## config.mk

```make
export PLATFORM = sky130hd
export DESIGN_NAME = bus_decode
export DESIGN_NICKNAME = d
export VERILOG_FILES = /design/src/soc_pkg.sv /design/src/bus_decode.sv
export VERILOG_INCLUDE_DIRS = /design/src
export SDC_FILE = /design/constraint.sdc
export NUM_CORES = 1
export LEC_CHECK = 0
export ABC_AREA = 1
export BUFFER_PORTS_ARGS = -buffer_cell sky130_fd_sc_hd__buf_2
export CORE_AREA = 4 4 117 119
export DETAILED_ROUTE_END_ITERATION = 8
export DIE_AREA = 0 0 121 123
export SLEW_MARGIN = 20
export SYNTH_ARGS = -nofsm -noshare
export SYNTH_HDL_FRONTEND = slang
export SYNTH_SLANG_ARGS = --single-unit
```

## constraint.sdc

```tcl
create_clock -name pll_clk -period 2.9 [get_ports pll_clk]
set_input_delay 0.58 -clock pll_clk [delete_from_list [all_inputs] [get_ports pll_clk]]
set_output_delay 0.58 -clock pll_clk [all_outputs]
set_load 0.03 [all_outputs]
```

## src/soc_consts.svh

```systemverilog
`ifndef SOC_CONSTS_SVH
`define SOC_CONSTS_SVH

// ------------------------------
// address map
// ------------------------------

// word address bits of the ram, 16 k words.
`define SOC_RAM_AW 14

`define SOC_PERIPH_BASE 32'h0001_0000

// byte address bits inside the peripheral window.
`define SOC_PERIPH_AW 4

// ------------------------------
// peripheral register offsets
// ------------------------------
`define SOC_LED_OFS 0
`define SOC_UART_DATA_OFS 4
`define SOC_UART_STAT_OFS 8

// pll_clk cycles per uart bit.
`define SOC_UART_DIV 4

`endif
```

## src/soc_pkg.sv

```systemverilog
package soc_pkg;

    // ------------------------------
    // bus request and response
    // ------------------------------
    typedef struct packed {
        logic [31:0] addr;     // byte address.
        logic [31:0] wdata;
        logic [3:0]  wmask;    // all zero is a read.
        logic        strobe;   // one cycle per request.
    } bus_req_t;

    typedef struct packed {
        logic [31:0] rdata;
        logic        valid;
    } bus_rsp_t;

    // ------------------------------
    // decode and uart states
    // ------------------------------
    typedef enum logic [1:0] {
        tgt_none,
        tgt_ram,
        tgt_periph
    } target_e;

    typedef enum logic [1:0] {
        uart_idle,
        uart_start,
        uart_data,
        uart_stop
    } uart_state_e;

endpackage

```

## src/bus_decode.sv

```systemverilog
`include "soc_consts.svh"

module bus_decode (
    input  logic              pll_clk,
    input  logic              rst,
    input  soc_pkg::bus_req_t req,
    output soc_pkg::bus_req_t ram_req,
    output soc_pkg::bus_req_t per_req,
    input  logic [31:0]       ram_rdata,
    input  logic [31:0]       per_rdata,
    output soc_pkg::bus_rsp_t rsp
);
    import soc_pkg::*;

    localparam logic [31:0] periph_base = `SOC_PERIPH_BASE;

    target_e tgt;
    target_e tgt_q;   // target of the request one cycle back.
    logic    rd_q;    // that request was a read.

    // ------------------------------
    // address decode
    // ------------------------------
    always_comb begin
        if (req.addr[31:`SOC_RAM_AW+2] == '0) begin
            tgt = tgt_ram;
        end else if (req.addr[31:`SOC_PERIPH_AW] == periph_base[31:`SOC_PERIPH_AW]) begin
            tgt = tgt_periph;
        end else begin
            tgt = tgt_none;   // unmapped, writes are lost.
        end
    end

    always_comb begin
        ram_req        = req;
        ram_req.strobe = req.strobe && (tgt == tgt_ram);
        per_req        = req;
        per_req.strobe = req.strobe && (tgt == tgt_periph);
    end

    always_ff @(posedge pll_clk) begin
        if (rst) begin
            tgt_q <= tgt_none;
            rd_q  <= 1'b0;
        end else begin
            tgt_q <= tgt;
            rd_q  <= req.strobe && (req.wmask == 4'b0000);
        end
    end

    // ------------------------------
    // response mux
    // ------------------------------
    always_comb begin
        rsp.valid = rd_q;
        case (tgt_q)
            tgt_ram:    rsp.rdata = ram_rdata;
            tgt_periph: rsp.rdata = per_rdata;
            default:    rsp.rdata = 32'h0;   // unmapped reads zero.
        endcase
    end

endmodule

```

==> results.py, run 1 <==
metrics = {
    "die": {
        "dieArea_um2": 14900,
        "die_h_um": 123,
        "start_util_pct": 13.7,
        "rows": 41,
        "io_pins": 306,
        "fp.coreArea_um2": 12600,
        "die_x_um": 121,
    },
    "sta": {
        "fin_crit_sh_pct": 79.6,
        "relSlewSlack_pct": 74.9,
        "final.setup.worst_slack_ns": 0.593,
        "rsz0062_at_grt": "no",
        "setup_viol": 0,
        "fmax_mhz": 433,
        "fin_setup_tns_ns": 0,
        "slew_viol_final": 0,
        "finalCriticalPeriod_ns": 2.31,
        "tightest_slew_ns": 0.377,
        "finalHoldViolCount": 0,
    },
    "routing": {
        "drt-initial-drc-count": 25,
        "first_pass_iters": 4,
        "wl_um": 6410,
        "num_vias": 1755,
        "drc_errors": 0,
        "viasPerCell": 3.40,
        "wl_per_cell_um": 12.4,
        "ant_nets": 0,
    },
    "place": {
        "place_congestion": 0.695,
        "preCtsSetupSlack_ns": 0.614,
        "io_buffers": 197,
        "hpwl_um": 5420,
        "dp.cells": 512,
    },
    "final_layout": {
        "fin_nets": 482,
        "antenna_cells": 0,
        "final_cell_mix": "buf_2, nand2_1, a21oi_1",
        "mostFrequentLayoutCell": "buf_2",
        "stdcell_count": 516,
        "areaGrowthSynthToFinish_pct": 13.5,
        "drive_gt1_share_pct": 59.3,
    },
    "run": {
        "drv_cap": 0,
    },
    "clock_network": {
        "cts_setup_buffers": 0,
        "cts_made_buffers": 3,
        "clockRootBuffer": "clkbuf_16",
        "cts_tree": "built",
        "clkTransAtPathRegs_ns": 0.03,
        "cts_sinks": 3,
        "postCtsHoldBufs": 0,
        "h-tree-depth": 1,
        "post_cts_resized": 0,
        "cts_max_path_buffers": 2,
    },
    "yosys": {
        "synth_area_um2": 1730,
        "synth.avg_cell_area_um2": 6.04,
        "syn_nets": 423,
        "yosysWarnings": 0,
        "synth_cells": 286,
        "yosysSeqAreaShare_pct": 3.48,
        "ys_types": 14,
        "ys_ff_latch": 3,
    },
    "hold_path": {
        "hold_end": "tgt_q[1]",
        "hold_path_class": "in -> reg",
        "hold_depth": 2,
        "hold_start": "rst",
    },
    "outcome": {
        "outcome": "finished, final reports clean",
    },
    "power_and_ir_drop": {
        "ir_worst_vdd_uv": 129,
        "p_per_area_nw_per_um2": 248,
        "p_leak_nw": 1.02,
    },
    "critical_path": {
        "worstSetupStartpoint": "tgt_q[0]",
        "critPathArrivalTime_ns": 1.73,
        "worstPathRequired_ns": 2.32,
        "crit_type": "reg -> out",
        "crit_path_end_kind": "output port",
        "cp-start-kind": "flop",
        "critPathMaxFanout": 29,
    },
    "global_routing": {
        "grt_first_pass_wirelength_um": 8930,
        "first_global_vias": 1707,
        "track_usage_pct": 7.64,
        "grt_antenna_before_repair": 0,
        "grt_max_degree": 32,
        "grt_overflow": 0,
    },
}
## worst max-delay path, stage by stage, from the launching register on
cell and delay [ns]:
dfxtp_1 0.30, inv_1 0.05, ha_1 0.26, buf_4 0.36, nand2_1 0.08, a21oi_1 0.19, buf_2 0.24
## per-stage QoR
stage | util, % | total power, W | instance area [µm²] | hold slack [ns]
finish | 15.6 | 0.000487 | 1960 | 0.560
global route | 15.6 | 0.000510 | 1960 | 0.574
CTS | 15.6 | 0.000495 | 1960 | 0.562
detailed placement | 15.0 | 0.000273 | 1880 | 0.794
global placement | 15.0 | 0.000272 | 1880 | 0.793
floorplan | - | 0.000402 | 1730 | 0.652
## logic make-up (layout without fill, tap and decap cells)
family | count (synthesis) | count (layout) | synth area share (%)
buffers and inverters | 152 | 210 | 63.9
and+or+nand+nor | 97 | 97 | 21.9
AOI/OAI and AO/OA | 32 | 32 | 9.27
DFF | 3 | 3 | 3.48
adders and majority gates | 2 | 2 | 1.45
## area by class of cell
class                           instances  area (µm²)
Clock buffer                            4        78.8
Fill cell                            1487       10600
Inverter                                6        22.5
Multi-Input combinational cell        131         564
Sequential cell                         3        60.1
Tap cell                              172         215
Timing Repair Buffer                  200        1020
## per-layer routing
metal | wire length (µm) | track usage, % | vias up
met4 | 8 | 0.637 | 2
met1 | 2200 | 7.61 | 677
met2 | 2910 | 13.0 | 205
met3 | 1260 | 5.99 | 4
li1 | - | - | 867
met5 | 26 | 1.39 | -
## power by group
part / switching, W / internal, W
Combinational: 0.000148 / 0.0000809
Sequential: 0.0000000274 / 0.0000417
Clock: 0.0000351 / 0.000181
Total: 0.000183 / 0.000304
## registers in the layout, summed over array words and instances, names as in the netlist
name	flops
tgt_q	2
rd_q	1
## Yosys cell counts
cell | count | share of area (%)
nand3_1 | 1 | 0.29
nand2_1 | 71 | 15
and2_1 | 1 | 0.36
nor2_1 | 18 | 3.9
buf_4 | 140 | 61
nor2_2 | 1 | 0.36
a21oi_1 | 32 | 9.3
inv_1 | 6 | 1.3
and3_1 | 1 | 0.36
buf_2 | 6 | 1.7
nor3_1 | 3 | 0.87
dfxtp_1 | 3 | 3.5
ha_1 | 2 | 1.4
nand4_1 | 1 | 0.36
## how the worst max path moves through the flow
stage	to	slack, ns	cells past startpoint
floorplan	per_req[0]	0.73	5
global placement	per_req[0]	0.61	5
detailed placement	per_req[0]	0.61	7
CTS	rsp[31]	0.53	6
global route	rsp[19]	0.40	6
finish	rsp[25]	0.59	6
No activity file was read; power rests on OpenSTA's default activity.
==> inputs of run 2 (changes only) <==
- clock period: 2.9 -> 1.9 ns (I/O delays scaled with it)
==> run 2 against run 1 <==
Sequential power increased by 53%. Sequential cell count is the same. Critical path depth stayed put. Non-clock buffer count up 8. Total power rose by 53%. Die area is the same. Final cell count up 1.6%. Largest power group unchanged. First-iteration DRC count stayed put. Via count is 6.4% higher. Sequential share of layout area down 0.33 points.
==> results.py, run 2 (synthesis results as in run 1) <==
metrics = {
    "global_routing": {
        "grt_max_degree": 32,
        "grt_antenna_before_repair": 0,
        "grt_first_pass_wirelength_um": 8910,
        "track_usage_pct": 7.63,
        "first_global_vias": 1717,
        "grt_overflow": 0,
    },
    "place": {
        "preCtsSetupSlack_ns": 0.0423,
        "place_congestion": 0.713,
        "io_buffers": 197,
        "hpwl_um": 5430,
        "placed_area_um2": 1940,
    },
    "sta": {
        "slew_viol_final": 0,
        "fin_setup_tns_ns": 0,
        "finalCriticalPeriod_ns": 1.84,
        "fin_crit_sh_pct": 96.9,
        "tightest_slew_ns": 0.245,
        "fmax_mhz": 543,
        "finalHoldViolCount": 0,
        "setup_viol": 0,
        "relSlewSlack_pct": 83.6,
        "final.setup.worst_slack_ns": 0.0588,
    },
    "final_layout": {
        "top_regs": "tgt_q (2), rd_q (1)",
        "fin_area_um2": 2240,
        "areaGrowthSynthToFinish_pct": 29.8,
        "largest_reg_flops": 2,
        "mostFrequentLayoutCell": "buf_2",
        "top_register": "tgt_q",
        "drive_gt1_share_pct": 64.2,
        "post-route-util_pct": 17.8,
        "antenna_cells": 0,
        "final_cell_mix": "buf_2, nand2_1, buf_4",
        "fin_nets": 490,
    },
    "power_and_ir_drop": {
        "ir_worst_vdd_uv": 289,
        "p_leak_nw": 1.09,
        "p_per_area_nw_per_um2": 332,
        "finalPower_w": 0.000745,
    },
    "critical_path": {
        "crit_type": "reg -> out",
        "cp-start-kind": "flop",
        "crit_path_end_kind": "output port",
        "worstPathRequired_ns": 1.52,
        "critPathArrivalTime_ns": 1.46,
        "critPathMaxFanout": 15,
    },
    "die": {
        "die_h_um": 123,
        "start_util_pct": 13.7,
        "dieArea_um2": 14900,
        "io_pins": 306,
        "rows": 41,
        "die_x_um": 121,
        "fp.coreArea_um2": 12600,
    },
    "clock_network": {
        "h-tree-depth": 1,
        "cts_sinks": 3,
        "cts_made_buffers": 3,
        "cts_tree": "built",
        "clockRootBuffer": "clkbuf_16",
        "postCtsHoldBufs": 0,
        "cts_max_path_buffers": 2,
        "clkTransAtPathRegs_ns": 0.03,
    },
    "routing": {
        "first_pass_iters": 4,
        "wl_um": 7380,
        "num_vias": 1867,
        "wl_per_cell_um": 14.1,
        "drc_errors": 0,
        "viasPerCell": 3.56,
        "ant_nets": 0,
        "drt-initial-drc-count": 25,
    },
    "hold_path": {
        "hold_end": "tgt_q[0]",
        "hold_start": "rst",
        "hold_path_class": "in -> reg",
        "hold_depth": 2,
    },
    "run": {
        "drv_cap": 0,
    },
    "outcome": {
        "outcome": "finished, final reports clean",
    },
}
==> run 2: changes by cell type in the layout (fill, tap and decap cells not counted), sizes merged <==
cell    before  now
buf        200  204
clkbuf       4    8
==> run 2: metal layers <==
layer	up-vias	wire, µm	global-route usage [%]
met3	6	1180	5.67
met4	2	19	0.637
li1	883	-	-
met5	-	26	1.39
met2	213	3280	12.7
met1	763	2870	8.00
==> run 2: final cells by class <==
type	count	area, µm²
timing repair buffer	208	1230
inverter	6	22.5
sequential	3	61.3
multi-input combinational	131	632
clock buffer	4	78.8
tap	172	215
fill	1462	10300
==> run 2: report_power, final <==
part | internal (W) | switching (W)
Clock | 0.000277 | 0.0000537
Combinational | 0.000125 | 0.000227
Sequential | 0.0000637 | 0.0000000608
Total | 0.000465 | 0.000280
==> run 2: critical path, stage by stage, from the launching register on <==
cell and delay [ns]:
dfxtp_1 0.33, inv_1 0.10, ha_4 0.20, clkbuf_16 0.20, nand2_1 0.07, a21oi_1 0.13
buf_2 0.21
==> run 2: how the worst max path moves through the flow <==
| stage | start | endpoint | depth (start not counted) |
|---|---|---|---|
| 2_1_floorplan | req[60] | per_req[0] | 5 |
| 3_3_place_gp | req[45] | per_req[0] | 7 |
| 3_5_place_dp | req[49] | per_req[0] | 7 |
| 4_1_cts | tgt_q[0] | rsp[11] | 5 |
| 5_1_grt | tgt_q[1] | rsp[11] | 6 |
| 6_report | tgt_q[1] | rsp[14] | 6 |
==> run 2: stage by stage <==
stage	cells	hold WS [ns]
after floorplan	286	0.452
after global placement	516	0.590
after detailed placement	516	0.589
after CTS	520	0.358
after global routing	524	0.370
final	524	0.349
==> run 2: timing repair <==
action / CTS / global route
gates cloned: 0 / 4
gates resized for setup: 10 / 43
setup endpoints to repair: 8 / 33
setup buffers: 0 / 0
==> inputs of run 3 (changes only) <==
- ABC_AREA: 1 -> 0
- CAP_MARGIN: default -> 15
- CORE_AREA: 4 4 117 119 -> 4 4 116 118
- DIE_AREA: 0 0 121 123 -> 0 0 120 122
==> run 3 against run 2 <==
Global-route usage fell by 0.39 points. Combinational power rose by 1%. Worst hold slack improved by 0.0042 ns. Via count fell by 11%. Sequential power barely moved. Critical endpoint is now rsp[3]. Highest routed layer is now met4.
==> results.py, run 3 <==
metrics = {
    "final_layout": {
        "largest_reg_flops": 2,
        "drive_gt1_share_pct": 72.0,
        "antenna_cells": 0,
        "areaGrowthSynthToFinish_pct": 18.6,
        "final_cell_mix": "buf_2, nor2_1, a22oi_1",
        "mostFrequentLayoutCell": "buf_2",
        "top_regs": "tgt_q (2), rd_q (1)",
        "top_register": "tgt_q",
        "fin_nets": 434,
    },
    "routing": {
        "first_pass_iters": 6,
        "drt-initial-drc-count": 32,
        "num_vias": 1662,
        "drc_errors": 0,
        "wl_um": 6040,
        "wl_per_cell_um": 12.9,
        "ant_nets": 0,
        "viasPerCell": 3.55,
    },
    "yosys": {
        "async_flop_share_pct": 0,
        "synthTopCellsByCount": "buf_4, nor2_1, a22oi_1",
        "synth_cells": 235,
        "synthFlopType": "dfxtp_1",
        "yosys.area_share.xor_xnor_pct": 0,
        "yosysTopAreaCell": "buf_4",
        "synth_area_um2": 1630,
        "synth.avg_cell_area_um2": 6.95,
        "ys_ff_latch": 3,
        "syn_nets": 372,
        "ys_types": 14,
        "synth.top_cell.area_share_pct": 62.9,
        "synthAdderAreaFrac_pct": 1.53,
        "yosysSeqAreaShare_pct": 3.68,
        "synth-simple-area-share_pct": 14.2,
        "synth.area.mux_share_pct": 0,
        "synth_compound_area_share_pct": 14.7,
        "synth_most_common_cell": "buf_4",
        "synth-edff-count": 0,
        "yosys-top-cells-area": "buf_4, a22oi_1, nor2_1",
        "synth_top_family_by_area": "buffers and inverters",
        "yosysWarnings": 0,
    },
    "die": {
        "io_pins": 306,
        "rows": 41,
        "die_x_um": 120,
        "fp.coreArea_um2": 12500,
        "dieArea_um2": 14600,
        "die_h_um": 122,
        "start_util_pct": 13.1,
    },
    "clock_network": {
        "postCtsHoldBufs": 0,
        "cts_tree": "built",
        "cts_sinks": 3,
        "cts_max_path_buffers": 2,
        "clkTransAtPathRegs_ns": 0.03,
        "cts_setup_buffers": 0,
        "clockRootBuffer": "clkbuf_16",
        "h-tree-depth": 1,
        "cts_made_buffers": 3,
    },
    "sta": {
        "relSlewSlack_pct": 82.2,
        "fmax_mhz": 546,
        "rsz0062_at_grt": "no",
        "slew_viol_final": 0,
        "finalCriticalPeriod_ns": 1.83,
        "tightest_slew_ns": 0.263,
        "finalHoldViolCount": 0,
        "fin_crit_sh_pct": 96.4,
        "fin_setup_tns_ns": 0,
        "setup_viol": 0,
    },
    "critical_path": {
        "critPathSlowestCell": "dfxtp_1",
        "critPathMaxStageDelay_ns": 0.32,
        "worstPathRequired_ns": 1.52,
        "crit_path_end_kind": "output port",
        "cp-start-kind": "flop",
        "critPathArrivalTime_ns": 1.45,
        "critPathMaxFanout": 11,
        "crit_chain": "inv_1 -> ha_1 -> buf_4 -> a22oi_1 -> nor2_1 -> buf_2",
        "crit_type": "reg -> out",
    },
    "power_and_ir_drop": {
        "ir_worst_vdd_uv": 231,
        "finalPower_w": 0.000752,
        "clkPwrFrac_pct": 44.2,
        "p_per_area_nw_per_um2": 388,
        "intPower_w": 0.000465,
        "power_frac_seq_pct": 8.5,
        "sw_frac_of_total_pct": 38.2,
        "p_leak_nw": 0.982,
        "p_switching_w": 0.000287,
        "p_comb_share_pct": 47.3,
    },
    "global_routing": {
        "use_met1_pct": 8.41,
        "first_global_vias": 1565,
        "grt_first_pass_wirelength_um": 8580,
        "grt_antenna_before_repair": 0,
        "track_usage_pct": 7.24,
        "grt-busiest-layer": "met2",
        "grt_max_degree": 33,
        "use_met2_pct": 12.2,
        "grt_overflow": 0,
        "grtUsageMet3_pct": 3.48,
    },
    "place": {
        "place_congestion": 0.753,
        "io_buffers": 197,
        "hpwl_um": 5340,
    },
    "outcome": {
        "outcome": "finished, final reports clean",
    },
    "hold_path": {
        "hold_path_class": "in -> reg",
    },
    "run": {
        "drv_cap": 0,
    },
}
## run 3: changes by cell type after synthesis, moves of 4 or more
cell     before  now
nor2_1       18   37
nand2_1      71    0
nor4_1        0    5
inv_1         6    2
a21oi_1      32    0
a22oi_1       0   32
## run 3: logic make-up after synthesis
kind of cell	Yosys count
DFF	3
buffers and inverters	148
and+or+nand+nor	50
AOI/OAI and AO/OA	32
adders and majority gates	2
## run 3: layout make-up
type                    count  area, µm²
clock buffers               4       78.8
fillers                  1499      10500
inverters                   2       7.51
multi-input cells          84        532
flip-flops and latches      3       60.1
well taps                 172        215
repair buffers            203       1040
## run 3: worst paths after layout
path	slack [ns]	cells after the start	endpoint	from
hold / removal	0.35	2	rd_q	req[2]
setup / recovery	0.07	6	rsp[3]	tgt_q[0]
## run 3: critical path, delay by kind of cell, from the launching register on
kind / cells / cell delay [ns]
simple gates: 1 / 0.07
buf+inv: 3 / 0.43
compound gates: 1 / 0.19
fa+ha+maj: 1 / 0.22
flops: 1 / 0.32
## run 3: power groups by stage
stage	sequential, W	combinational (W)	clock [W]
2_1_floorplan	0.0000645	0.000543	0
3_3_place_gp	0.0000645	0.000352	0
3_5_place_dp	0.0000645	0.000353	0
4_1_cts	0.0000637	0.000354	0.000341
5_1_grt	0.0000637	0.000379	0.000352
6_report	0.0000637	0.000356	0.000333
## run 3: what timing repair did
item                       4_1_cts  5_1_grt
gates resized for setup          0       10
setup endpoints to repair        0       29
hold endpoints to repair         0        0
## run 3: per-layer routing
layer / share of wire [%] / wire, µm
met5: 0 / 0
met4: 0.45 / 27
met3: 12 / 733
met2: 52 / 3130
met1: 36 / 2150
## run 3: through the flow
stage                     setup WS [ns]  instances  hold WS, ns  cell area (µm²)  util (%)
final                            0.0678        468        0.353             1940      15.5
after detailed placement          0.100        464        0.580             1810      14.5
after global routing            0.00374        468        0.353             1940      15.5
after global placement           0.0378        464        0.575             1810      14.5
after floorplan                   0.199        235        0.449             1630         -
after CTS                       0.00373        468        0.349             1890      15.2
