File: src/soc_consts.svh
`ifndef SOC_CONSTS_SVH
`define SOC_CONSTS_SVH

// ------------------------------
// address map
// ------------------------------

// word address bits of the ram, 16 k words.
`define SOC_RAM_AW 14

`define SOC_PERIPH_BASE 32'h0001_0000

// byte address bits inside the peripheral window.
`define SOC_PERIPH_AW 4

// ------------------------------
// peripheral register offsets
// ------------------------------
`define SOC_LED_OFS 0
`define SOC_UART_DATA_OFS 4
`define SOC_UART_STAT_OFS 8

// pll_clk cycles per uart bit.
`define SOC_UART_DIV 4

`endif
File: src/soc_pkg.sv
package soc_pkg;

    // ------------------------------
    // bus request and response
    // ------------------------------
    typedef struct packed {
        logic [31:0] addr;     // byte address.
        logic [31:0] wdata;
        logic [3:0]  wmask;    // all zero is a read.
        logic        strobe;   // one cycle per request.
    } bus_req_t;

    typedef struct packed {
        logic [31:0] rdata;
        logic        valid;
    } bus_rsp_t;

    // ------------------------------
    // decode and uart states
    // ------------------------------
    typedef enum logic [1:0] {
        tgt_none,
        tgt_ram,
        tgt_periph
    } target_e;

    typedef enum logic [1:0] {
        uart_idle,
        uart_start,
        uart_data,
        uart_stop
    } uart_state_e;

endpackage

File: src/periph_regs.sv
`include "soc_consts.svh"

module periph_regs (
    input  logic              pll_clk,
    input  logic              rst,
    input  soc_pkg::bus_req_t req,
    output logic [31:0]       rdata,
    output logic [7:0]        leds,
    output logic              uart_tx_pin
);

    localparam logic [`SOC_PERIPH_AW-1:0] led_ofs       = `SOC_LED_OFS;
    localparam logic [`SOC_PERIPH_AW-1:0] uart_data_ofs = `SOC_UART_DATA_OFS;
    localparam logic [`SOC_PERIPH_AW-1:0] uart_stat_ofs = `SOC_UART_STAT_OFS;

    logic [`SOC_PERIPH_AW-1:0] ofs;
    logic                      wr;
    logic                      rd;
    logic                      uart_wr;
    logic [7:0]                tx_byte;
    logic                      tx_start;
    logic                      tx_busy;

    assign ofs = req.addr[`SOC_PERIPH_AW-1:0];
    assign wr  = req.strobe && (req.wmask != 4'b0000);
    assign rd  = req.strobe && (req.wmask == 4'b0000);

    // byte 0 only, dropped while a frame is going out.
    assign uart_wr = wr && req.wmask[0] && (ofs == uart_data_ofs) && !tx_busy;

    // ------------------------------
    // led and uart launch
    // ------------------------------
    always_ff @(posedge pll_clk) begin
        if (rst) begin
            leds     <= 8'h00;
            tx_start <= 1'b0;
        end else begin
            if (wr && req.wmask[0] && (ofs == led_ofs)) begin
                leds <= req.wdata[7:0];
            end
            tx_start <= uart_wr;   // one cycle pulse.
        end
    end

    always_ff @(posedge pll_clk) begin
        if (uart_wr) begin
            tx_byte <= req.wdata[7:0];
        end
    end

    // ------------------------------
    // read path
    // ------------------------------
    always_ff @(posedge pll_clk) begin
        if (rd) begin
            case (ofs)
                led_ofs:       rdata <= {24'h0, leds};
                uart_stat_ofs: rdata <= {31'h0, tx_busy};
                default:       rdata <= 32'h0;   // uart data is write only.
            endcase
        end
    end

    uart_tx uart_tx_i (
        .pll_clk  (pll_clk),
        .rst      (rst),
        .tx_byte  (tx_byte),
        .tx_start (tx_start),
        .tx_busy  (tx_busy),
        .tx       (uart_tx_pin)
    );

endmodule

File: src/uart_tx.sv
`include "soc_consts.svh"

module uart_tx (
    input  logic       pll_clk,
    input  logic       rst,
    input  logic [7:0] tx_byte,
    input  logic       tx_start,
    output logic       tx_busy,
    output logic       tx
);
    import soc_pkg::*;

    localparam int               cnt_w    = $clog2(`SOC_UART_DIV + 1);
    localparam logic [cnt_w-1:0] cnt_last = cnt_w'(`SOC_UART_DIV - 1);

    uart_state_e      state;
    logic [cnt_w-1:0] cnt;       // cycles into the current bit.
    logic [2:0]       bit_idx;
    logic [7:0]       shreg;

    // busy already in the cycle of the start pulse.
    assign tx_busy = tx_start || (state != uart_idle);

    // ------------------------------
    // 8n1 frame
    // ------------------------------
    always_ff @(posedge pll_clk) begin
        if (rst) begin
            state   <= uart_idle;
            cnt     <= '0;
            bit_idx <= 3'd0;
            tx      <= 1'b1;   // line idles high.
        end else begin
            case (state)
                uart_idle: begin
                    if (tx_start) begin
                        state <= uart_start;
                        cnt   <= '0;
                        tx    <= 1'b0;   // start bit.
                    end
                end
                uart_start: begin
                    if (cnt == cnt_last) begin
                        state   <= uart_data;
                        cnt     <= '0;
                        bit_idx <= 3'd0;
                        tx      <= shreg[0];   // lsb first.
                    end else begin
                        cnt <= cnt + 1'b1;
                    end
                end
                uart_data: begin
                    if (cnt == cnt_last) begin
                        cnt <= '0;
                        if (bit_idx == 3'd7) begin
                            state <= uart_stop;
                            tx    <= 1'b1;
                        end else begin
                            bit_idx <= bit_idx + 1'b1;
                            tx      <= shreg[1];
                        end
                    end else begin
                        cnt <= cnt + 1'b1;
                    end
                end
                default: begin
                    if (cnt == cnt_last) begin
                        state <= uart_idle;
                    end else begin
                        cnt <= cnt + 1'b1;
                    end
                end
            endcase
        end
    end

    // shift register, loaded on launch and stepped per data bit.
    always_ff @(posedge pll_clk) begin
        if (state == uart_idle && tx_start) begin
            shreg <= tx_byte;
        end else if (state == uart_data && cnt == cnt_last) begin
            shreg <= shreg >> 1;
        end
    end

endmodule

File: config.mk
export PLATFORM = sky130hd
export DESIGN_NAME = periph_regs
export DESIGN_NICKNAME = d
export VERILOG_FILES = /design/src/soc_pkg.sv /design/src/periph_regs.sv /design/src/uart_tx.sv
export VERILOG_INCLUDE_DIRS = /design/src
export SDC_FILE = /design/constraint.sdc
export NUM_CORES = 1
export LEC_CHECK = 0
export BUFFER_PORTS_ARGS = -buffer_cell sky130_fd_sc_hd__buf_2
export CAP_MARGIN = 40
export CORE_ASPECT_RATIO = 0.6
export CORE_MARGIN = 2
export CORE_UTILIZATION = 48
export DETAILED_ROUTE_END_ITERATION = 10
export PLACE_DENSITY_LB_ADDON = 0.15
export SLEW_MARGIN = 20
export SYNTH_ARGS = -nofsm -noshare
export SYNTH_HDL_FRONTEND = slang
export SYNTH_SLANG_ARGS = --single-unit
File: constraint.sdc
create_clock -name pll_clk -period 6 [get_ports pll_clk]
set_clock_uncertainty 0.05 [all_clocks]
set_input_delay 0.3 -clock pll_clk [delete_from_list [all_inputs] [get_ports pll_clk]]
set_output_delay 0.3 -clock pll_clk [all_outputs]
set_load 0.1 [all_outputs]
==> metrics, run 1 <==
Ys Warns=0; Worst Setup End Kind=flip-flop; final hold violation count=0; sequential-to-total area share from yosys stat=51.1%; worst hold path type=input pin to flip-flop; hold wc startpoint=req[10]; CTS tree=yes; Max-cap violations=0; Die X-Extent=89.7 microns; Max-slew headroom=between 60% and 70%; clock slew at reported path FFs=approximately 0.080 ns; Yosys reg bits=42; most frequent cells after synthesis=buf_4 (26), edfxtp_1 (24), dfxtp_1 (18); hold endpoint=tx_byte[5]; Die Height=55.4 microns; Final period util=36.7%; RSZ-0062 raised after global routing=no; Initial Util=50.8%; WL final=between 3 and 4 mm; Final Hold Slack=roughly 0.14 ns; Worst Hold Path Cells=1; Ports=around 110; worst-case clock buffer depth=2; final setup fails=0; measured slew at the worst slew-check pin=between 0.5 and 0.6 ns; Post-synth EDFFs=24; port buffer count=35; GRT Util Overall=between 10% and 20%; Initial DRC Count=97; routability cong.=~0.76; global-route wire length before repair=approximately 6.7 mm; pwr dens=around 280 mW/mm^2; first-pass detailed-route iteration total=4; RR Startpoint=uart_tx_i.state[0]; row cnt=18; largest area contributor in the netlist=edfxtp_1; fraction of layout cells with a size suffix above 1=between 20% and 30%; CP max FO=6; status=completed; vias in the first global route=roughly 1400; Total Nets Final=307; worst-skew pair later-pin latency=around 0.30 ns; n_diodes=0; ys flop type=edfxtp_1; Slowest cell on crit path=nor3_1; H-tree depth=2; worst-path cell chain=inv_1, ha_1, nor2b_4, nand3_1, nor3_1, buf_2; Buf/Inv on CP=2; Synth area leaders=edfxtp_1 (34%), dfxtp_1 (17%), buf_4 (9.2%); setup slack, reg-to-reg=between 3 and 4 ns; DRC violations left=0; Worst EP arrival=2.16 ns; antenna-violating nets left=0; TritonCTS sink count=42; global route overflow=0; postcts setup bufs=0; vias per cell=roughly 5.0; P_leak=approximately 0.91 nW; initial antenna violation count=0; most frequent cell after synthesis=buf_4; Yosys cell types=43; DPL Wire Length=3.05 mm; cell area after synthesis=0.00211 sq mm; DIE AREA=0.00497 sq mm; largest net degree at the start of global routing=18; WL/cell=13.9 microns; layout overhead on the synthesized area=10.6%; Core ar.=0.00417 sq mm; CP delay by family, top=simple AND/OR/NAND/NOR gates; total negative slack=0 ns; CP Class=flip-flop to flip-flop; Fmax=between 400 and 500 MHz; RR Endpoint=tx_byte[4]; Avg Inst Size Synth=approximately 11 sq um; Hold Buf Count CTS=0; maximum vdd drop=between 0.15 and 0.2 mV; nature of the critical path startpoint=flip-flop; Num CTS Buffers=5; FF-to-FF path depth=6; Max Slew Vio Count=0; Worst EP required=between 5 and 6 ns; CTS resizes=0; post-synth top area share=about a third; root buffer cell=clkbuf_8; Post-Synthesis Cells=around 190; Via Count=1442; min cycle time layout=roughly 2.2 ns; ys async rst share=0%; max incr delay on CP=approximately 0.44 ns
placed cells by master, fill, tap and decap left out, types with 9 or more instances in the layout:
master / instances
edfxtp_1: 24
dfxtp_1: 18
a21oi_1: 14
conb_1: 24
ha_1: 11
buf_2: 36
nand3_1: 9
layer usage:
layer	GRT usage (%)	share of wire, %	vias to the layer above	routed length [microns]
met1	25.0	48	676	1930
li1	-	-	701	-
met4	7.04	1.1	0	44
met3	5.83	7.3	6	290
met2	24.7	43	59	1720
met5	0	0	-	0
stage by stage:
step           instance area, sq um  total power (W)  worst slack [ns]  instances  util (%)
2_1_floorplan                  2200         0.000468              4.00        210         -
3_3_place_gp                   2250         0.000474              3.60        277      54.0
3_5_place_dp                   2250         0.000478              3.79        278      54.1
4_1_cts                        2340         0.000651              3.78        286      56.1
5_1_grt                        2340         0.000676              3.57        286      56.1
6_report                       2340         0.000647              3.80        286      56.1
worst max path at each step:
| stage | endpoint | depth (start not counted) | slack, ns | start |
|---|---|---|---|---|
| 6_report | tx_byte[4] | 6 | 3.80 | uart_tx_i.state[0] |
| 4_1_cts | tx_byte[3] | 6 | 3.78 | uart_tx_i.state[0] |
| 2_1_floorplan | tx_byte[0] | 5 | 4.00 | uart_tx_i.state[0] |
| 5_1_grt | tx_byte[5] | 6 | 3.57 | uart_tx_i.state[0] |
| 3_3_place_gp | tx_byte[2] | 5 | 3.60 | uart_tx_i.state[0] |
| 3_5_place_dp | tx_byte[3] | 6 | 3.79 | uart_tx_i.state[0] |
registers in the layout, indices dropped and copies added, names as in the netlist:
signal,count
leds,8
rdata,8
tx_byte,8
uart_tx_i.shreg,8
uart_tx_i.bit_idx,3
uart_tx_i.cnt,3
uart_tx_i.state,2
tx_start,1
uart_tx_i.tx,1
final cells by class:
| class | instances | area, sq um |
|---|---|---|
| fill | 360 | 1830 |
| sequential | 42 | 1080 |
| multi-input combinational | 132 | 887 |
| timing repair buffer | 36 | 180 |
| tap | 60 | 75.1 |
| clock buffer | 5 | 68.8 |
| inverter | 8 | 30.0 |
| clock inverter | 3 | 16.3 |
power breakdown:
group,internal (W),leakage [nW],total [W],switching [W]
registers,0.000312,0.353,0.000318,0.00000613
logic,0.0000288,0.520,0.000154,0.000125
clock network,0.0000796,0.0416,0.000175,0.0000955
cell families after synthesis:
family                   share of synthesized area [%]
buffers and inverters                             11.0
adder cells (fa/ha/maj)                           6.51
flip-flops                                        51.1
AND/OR/NAND/NOR                                   13.4
AO/OA/AOI/OAI                                     13.1
other                                            0.177
multiplexers                                      4.67
Note: power is estimated with default switching activity, not from simulation.
==> inputs of run 2 (changes only) <==
CORE_UTILIZATION = 40   (was 48)
clock period = 1.8 ns   (was 6 ns; I/O delays follow)
==> metrics, run 2 (same netlist as run 1, synthesis figures left out) <==
routability cong.=0.779 (was 0.760); Max-slew headroom=60.8% (was 62.6%); n_diodes=0 (unchanged); worst-skew pair later-pin latency=0.29 ns (was 0.30 ns); postcts setup bufs=0 (unchanged); Final period util=91.9% (was 36.7%); Clock power frac=31.4% (was 27.1%); layout overhead on the synthesized area=21.7% (was 10.6%); clock slew at reported path FFs=0.08 ns (about the same); Overall Power=0.00236 W (was 0.000647 W); CTS tree=yes (unchanged); pwr dens=915 mW/mm^2 (was 277 mW/mm^2); total negative slack=0 ns (unchanged); final setup fails=0 (unchanged); status=completed (unchanged); Final Util=50.7% (was 56.1%); vias in the first global route=1273 (was 1433); final instance area=0.00257 sq mm (was 0.00234 sq mm); vias per cell=4.69 (was 5.04); area post-placement=0.00236 sq mm (was 0.00225 sq mm); maximum vdd drop=0.353 mV (was 0.161 mV); GRT Util Overall=13.9% (was 17.6%); most frequent cells in the layout=buf_2 (35), conb_1 (24), edfxtp_1 (24) (was buf_2 (36), conb_1 (24), edfxtp_1 (24)); Core ar.=0.00508 sq mm (was 0.00417 sq mm); final hold violation count=0 (unchanged); DIE AREA=0.00590 sq mm (was 0.00497 sq mm); Hold Buf Count CTS=10 (was 0); first-pass detailed-route iteration total=4 (unchanged); WL/cell=12.6 microns (was 13.9 microns); Worst Setup End Kind=flip-flop (unchanged); largest net degree at the start of global routing=18 (unchanged); worst hold path type=input pin to flip-flop (unchanged); nature of the critical path startpoint=flip-flop (unchanged); Initial DRC Count=65 (was 97); root buffer cell=clkbuf_8 (unchanged); commonest non-fill, non-tap cell in the layout=buf_2 (unchanged); sequential power share=44.8% (was 49.1%); CTS resizes=0 (unchanged); RSZ-0062 raised after global routing=no (unchanged); CP max FO=5 (was 6); Ports=112 (unchanged); Max-cap violations=0 (unchanged); worst-case clock buffer depth=2 (unchanged); Total Nets Final=328 (was 307); cell-internal power=0.00159 W (was 0.000420 W); antenna-violating nets left=0 (unchanged); global-route wire length before repair=6.26 mm (was 6.66 mm); Die X-Extent=97.9 microns (was 89.7 microns); routing usage on met1=22.5% (was 25.0%); Via Count=1468 (was 1442); min cycle time layout=1.65 ns (was 2.20 ns); CP Class=flip-flop to flip-flop (unchanged); Post-Layout Cell Count=313 (was 286); DRC violations left=0 (unchanged); Sw Share=32.6% (was 35.1%); Logic pwr share=23.9% (was 23.8%); Num CTS Buffers=5 (unchanged); TritonCTS sink count=42 (unchanged); Die Height=60.3 microns (was 55.4 microns); row cnt=20 (was 18); Initial Util=41.6% (was 50.8%); DPL Wire Length=3.02 mm (was 3.05 mm); initial antenna violation count=0 (unchanged); Max Slew Vio Count=0 (unchanged); Psw=0.000767 W (was 0.000227 W); met2 Use GR=16.6% (was 24.7%); P_leak=1.03 nW (was 0.915 nW); WL final=3.94 mm (was 3.98 mm); Worst EP required=1.98 ns (was 5.96 ns); Worst EP arrival=1.83 ns (was 2.16 ns); global route overflow=0 (unchanged); H-tree depth=2 (unchanged); measured slew at the worst slew-check pin=0.585 ns (was 0.558 ns); Most Crowded Layer GR=met1 (unchanged); Fmax=604 MHz (was 455 MHz); met3 usage=4.33% (was 5.83%); # placed instances=295 (was 278); port buffer count=35 (unchanged); fraction of layout cells with a size suffix above 1=27.9% (was 25.2%)
run 2: cell count changes in the layout (fill, tap and decap cells not counted), sizes merged:
cell	delta
dlygate4sd3	+10
bufinv	+1
clkbuf	+1
buf	+11
clkinv	-2
run 2: final cells by class:
cell class / count / area (sq um)
Clock buffer: 6 / 72.6
Tap cell: 66 / 82.6
Inverter: 8 / 30.0
Sequential cell: 42 / 1080
Multi-Input combinational cell: 132 / 892
Clock inverter: 2 / 37.5
Timing Repair Buffer: 57 / 378
Fill cell: 495 / 2510
run 2: worst paths after layout:
kind	end	start	slack, ns	cells after the start
worst min register to register	uart_tx_i.bit_idx[2]	uart_tx_i.bit_idx[2]	0.43	2
worst min-delay path	leds[1]	req[39]	0.13	4
worst max-delay path	uart_tx_i.state[0]	uart_tx_i.state[0]	0.15	6
worst max register to register	uart_tx_i.state[0]	uart_tx_i.state[0]	0.15	6
run 2: critical path, stage by stage (launching register included):
cell	delay, ns
dfxtp_1	0.34
inv_1	0.06
ha_1	0.25
nor2b_4	0.16
buf_12	0.13
a2111oi_4	0.38
mux2i_1	0.21
run 2: metal layers:
layer | part of all wire (%) | routed length (microns) | vias to the layer above
met5 | 0 | 0 | -
met4 | 1.1 | 42 | 0
met3 | 7.0 | 277 | 5
met2 | 34 | 1360 | 52
met1 | 57 | 2260 | 667
li1 | - | - | 744
run 2: per-stage QoR:
step                hold WS (ns)  worst slack [ns]
floorplan                  0.117            0.0341
global placement           0.234             0.146
detailed placement         0.235             0.162
CTS                        0.119             0.141
global route               0.143            0.0140
finish                     0.131             0.146
run 2: power groups by stage:
stage	logic (W)	clock network [W]	registers (W)
final	0.000562	0.000739	0.00105
after global placement	0.000541	0	0.00108
after global routing	0.000594	0.000796	0.00106
after CTS	0.000563	0.000769	0.00105
after floorplan	0.000402	0	0.00116
after detailed placement	0.000545	0	0.00108
==> inputs of run 3 (changes only) <==
CORE_UTILIZATION = 48   (was 40)
SETUP_SLACK_MARGIN = 0.3   (was unset)
clock period = 2 ns   (was 1.8 ns; I/O delays follow)
==> metrics, run 3 (same netlist as run 1, synthesis figures left out) <==
setup slack, reg-to-reg=0.36 ns (was 0.15 ns); WL final=4.13 mm (was 3.94 mm); final setup fails=0 (unchanged); final hold violation count=0 (unchanged); root buffer cell=clkbuf_8 (unchanged); filler cell count=333 (was 495); min cycle time layout=1.64 ns (was 1.65 ns); vias in the first global route=1467 (was 1273); maximum vdd drop=0.406 mV (was 0.353 mV); CP Class=flip-flop to flip-flop (unchanged); worst hold path type=input pin to flip-flop (unchanged); Die Height=55.4 microns (was 60.3 microns); Initial Util=50.8% (was 41.6%); Ports=112 (unchanged); hold endpoint=tx_start (was leds[1]); global-route wire length before repair=6.69 mm (was 6.26 mm); status=completed (unchanged); port buffer count=35 (unchanged); worst-case clock buffer depth=2 (unchanged); TritonCTS sink count=42 (unchanged); fraction of layout cells with a size suffix above 1=31.1% (was 27.9%); initial antenna violation count=0 (unchanged); FF-to-FF path depth=5 (was 6); first-pass detailed-route iteration total=4 (unchanged); n_diodes=0 (unchanged); clock slew at reported path FFs=0.08 ns (about the same); DRC violations left=0 (unchanged); CP max FO=4 (was 5); Post-Layout Cell Count=301 (was 313); Die X-Extent=89.7 microns (was 97.9 microns); Initial DRC Count=76 (was 65); WL/cell=13.7 microns (was 12.6 microns); worst-skew pair later-pin latency=0.30 ns (was 0.29 ns); Fmax=608 MHz (was 604 MHz); Num CTS Buffers=5 (unchanged); vias per cell=4.88 (was 4.69); Final Hold Slack=0.0597 ns (was 0.131 ns); layout overhead on the synthesized area=22.5% (was 21.7%); global route overflow=0 (unchanged); H-tree depth=2 (unchanged); total negative slack=0 ns (unchanged); RR Endpoint=uart_tx_i.state[1] (was uart_tx_i.state[0]); final worst slack=0.356 ns (was 0.146 ns); Placement Setup Slack=0.163 ns (was 0.162 ns); P_leak=1.00 nW (was 1.03 nW); RR Startpoint=uart_tx_i.state[1] (was uart_tx_i.state[0]); Core ar.=0.00417 sq mm (was 0.00508 sq mm); # placed instances=279 (was 295); commonest non-fill, non-tap cell in the layout=buf_2 (unchanged); measured slew at the worst slew-check pin=0.562 ns (was 0.585 ns); GRT Util Overall=17.9% (was 13.9%); CTS tree=yes (unchanged); Final period util=82.2% (was 91.9%); DIE AREA=0.00497 sq mm (was 0.00590 sq mm); largest net degree at the start of global routing=18 (unchanged); pwr dens=788 mW/mm^2 (was 915 mW/mm^2); Worst EP arrival=1.81 ns (was 1.83 ns); Max Slew Vio Count=0 (unchanged); Max-slew headroom=62.3% (was 60.8%); Max-cap violations=0 (unchanged); RSZ-0062 raised after global routing=yes (was no); Via Count=1470 (was 1468); routability cong.=0.761 (was 0.779); Total Nets Final=322 (was 328); Worst EP required=2.16 ns (was 1.98 ns); DPL Wire Length=3.00 mm (was 3.02 mm); Worst Setup End Kind=flip-flop (unchanged); Worst Hold Path Cells=3 (was 4); hold wc startpoint=req[39] (unchanged); most frequent cells in the layout=buf_2 (35), conb_1 (24), edfxtp_1 (24) (unchanged); antenna-violating nets left=0 (unchanged); row cnt=18 (was 20); nature of the critical path startpoint=flip-flop (unchanged); Final Util=62.2% (was 50.7%)
-- run 3: cell count changes in the layout (fill, tap and decap cells not counted), moves of 2 or more --
| cell | change |
|---|---|
| dfxtp_1 | -3 |
| ha_1 | -5 |
| dfxtp_2 | +2 |
| ha_4 | +4 |
| buf_4 | -7 |
-- run 3: area by class of cell --
type / instances / area [sq um] / share of cell area (%)
Clock buffer: 5 / 68.8 / 2.66
Multi-Input combinational cell: 132 / 958 / 37.0
Inverter: 8 / 30.0 / 1.16
Clock inverter: 3 / 25.0 / 0.966
Timing Repair Buffer: 51 / 345 / 13.3
Sequential cell: 42 / 1090 / 42.0
Tap cell: 60 / 75.1 / 2.90
-- run 3: power breakdown --
part | switching (W) | leakage, nW | internal [W] | total [W]
Sequential | 0.0000247 | 0.354 | 0.000936 | 0.000961
Combinational | 0.000392 | 0.602 | 0.000123 | 0.000515
Clock | 0.000313 | 0.0447 | 0.000252 | 0.000565
-- run 3: critical path, cell delays in order (launching register included) --
cell and delay [ns]:
dfxtp_4 0.37, inv_1 0.08, ha_2 0.21, o21ba_4 0.24, a2111oi_4 0.38, mux2i_1 0.24
-- run 3: stage by stage --
stage | cell area, sq um | power (W)
final | 2590 | 0.00204
after global routing | 2590 | 0.00213
after CTS | 2530 | 0.00204
after detailed placement | 2290 | 0.00144
after global placement | 2290 | 0.00142
after floorplan | 2210 | 0.00140
-- run 3: layer usage --
metal | vias up | GRT usage (%) | share of wire [%]
met5 | - | 0 | 0
met4 | 0 | 7.68 | 0.87
met3 | 2 | 5.38 | 6.4
met2 | 59 | 25.5 | 43
met1 | 676 | 25.1 | 49
li1 | 733 | - | -
-- run 3: worst max-delay path by stage --
stage	startpoint	to	slack, ns	cells after the start
finish	uart_tx_i.state[1]	uart_tx_i.state[1]	0.36	5
global route	uart_tx_i.cnt[0]	uart_tx_i.state[1]	0.28	5
CTS	uart_tx_i.state[0]	tx_byte[6]	0.31	6
detailed placement	uart_tx_i.state[0]	tx_byte[1]	0.16	6
global placement	uart_tx_i.state[0]	tx_byte[1]	0.23	6
floorplan	uart_tx_i.state[0]	tx_byte[0]	0.33	5
-- run 3: timing repair --
| action | in CTS | in global routing |
|---|---|---|
| hold endpoints to repair | 9 | 0 |
| setup buffers | 1 | 3 |
| gates resized for setup | 7 | 10 |
| hold buffers | 10 | 0 |
| pin swaps | 0 | 2 |
| endpoints found under the setup margin | 25 | 24 |
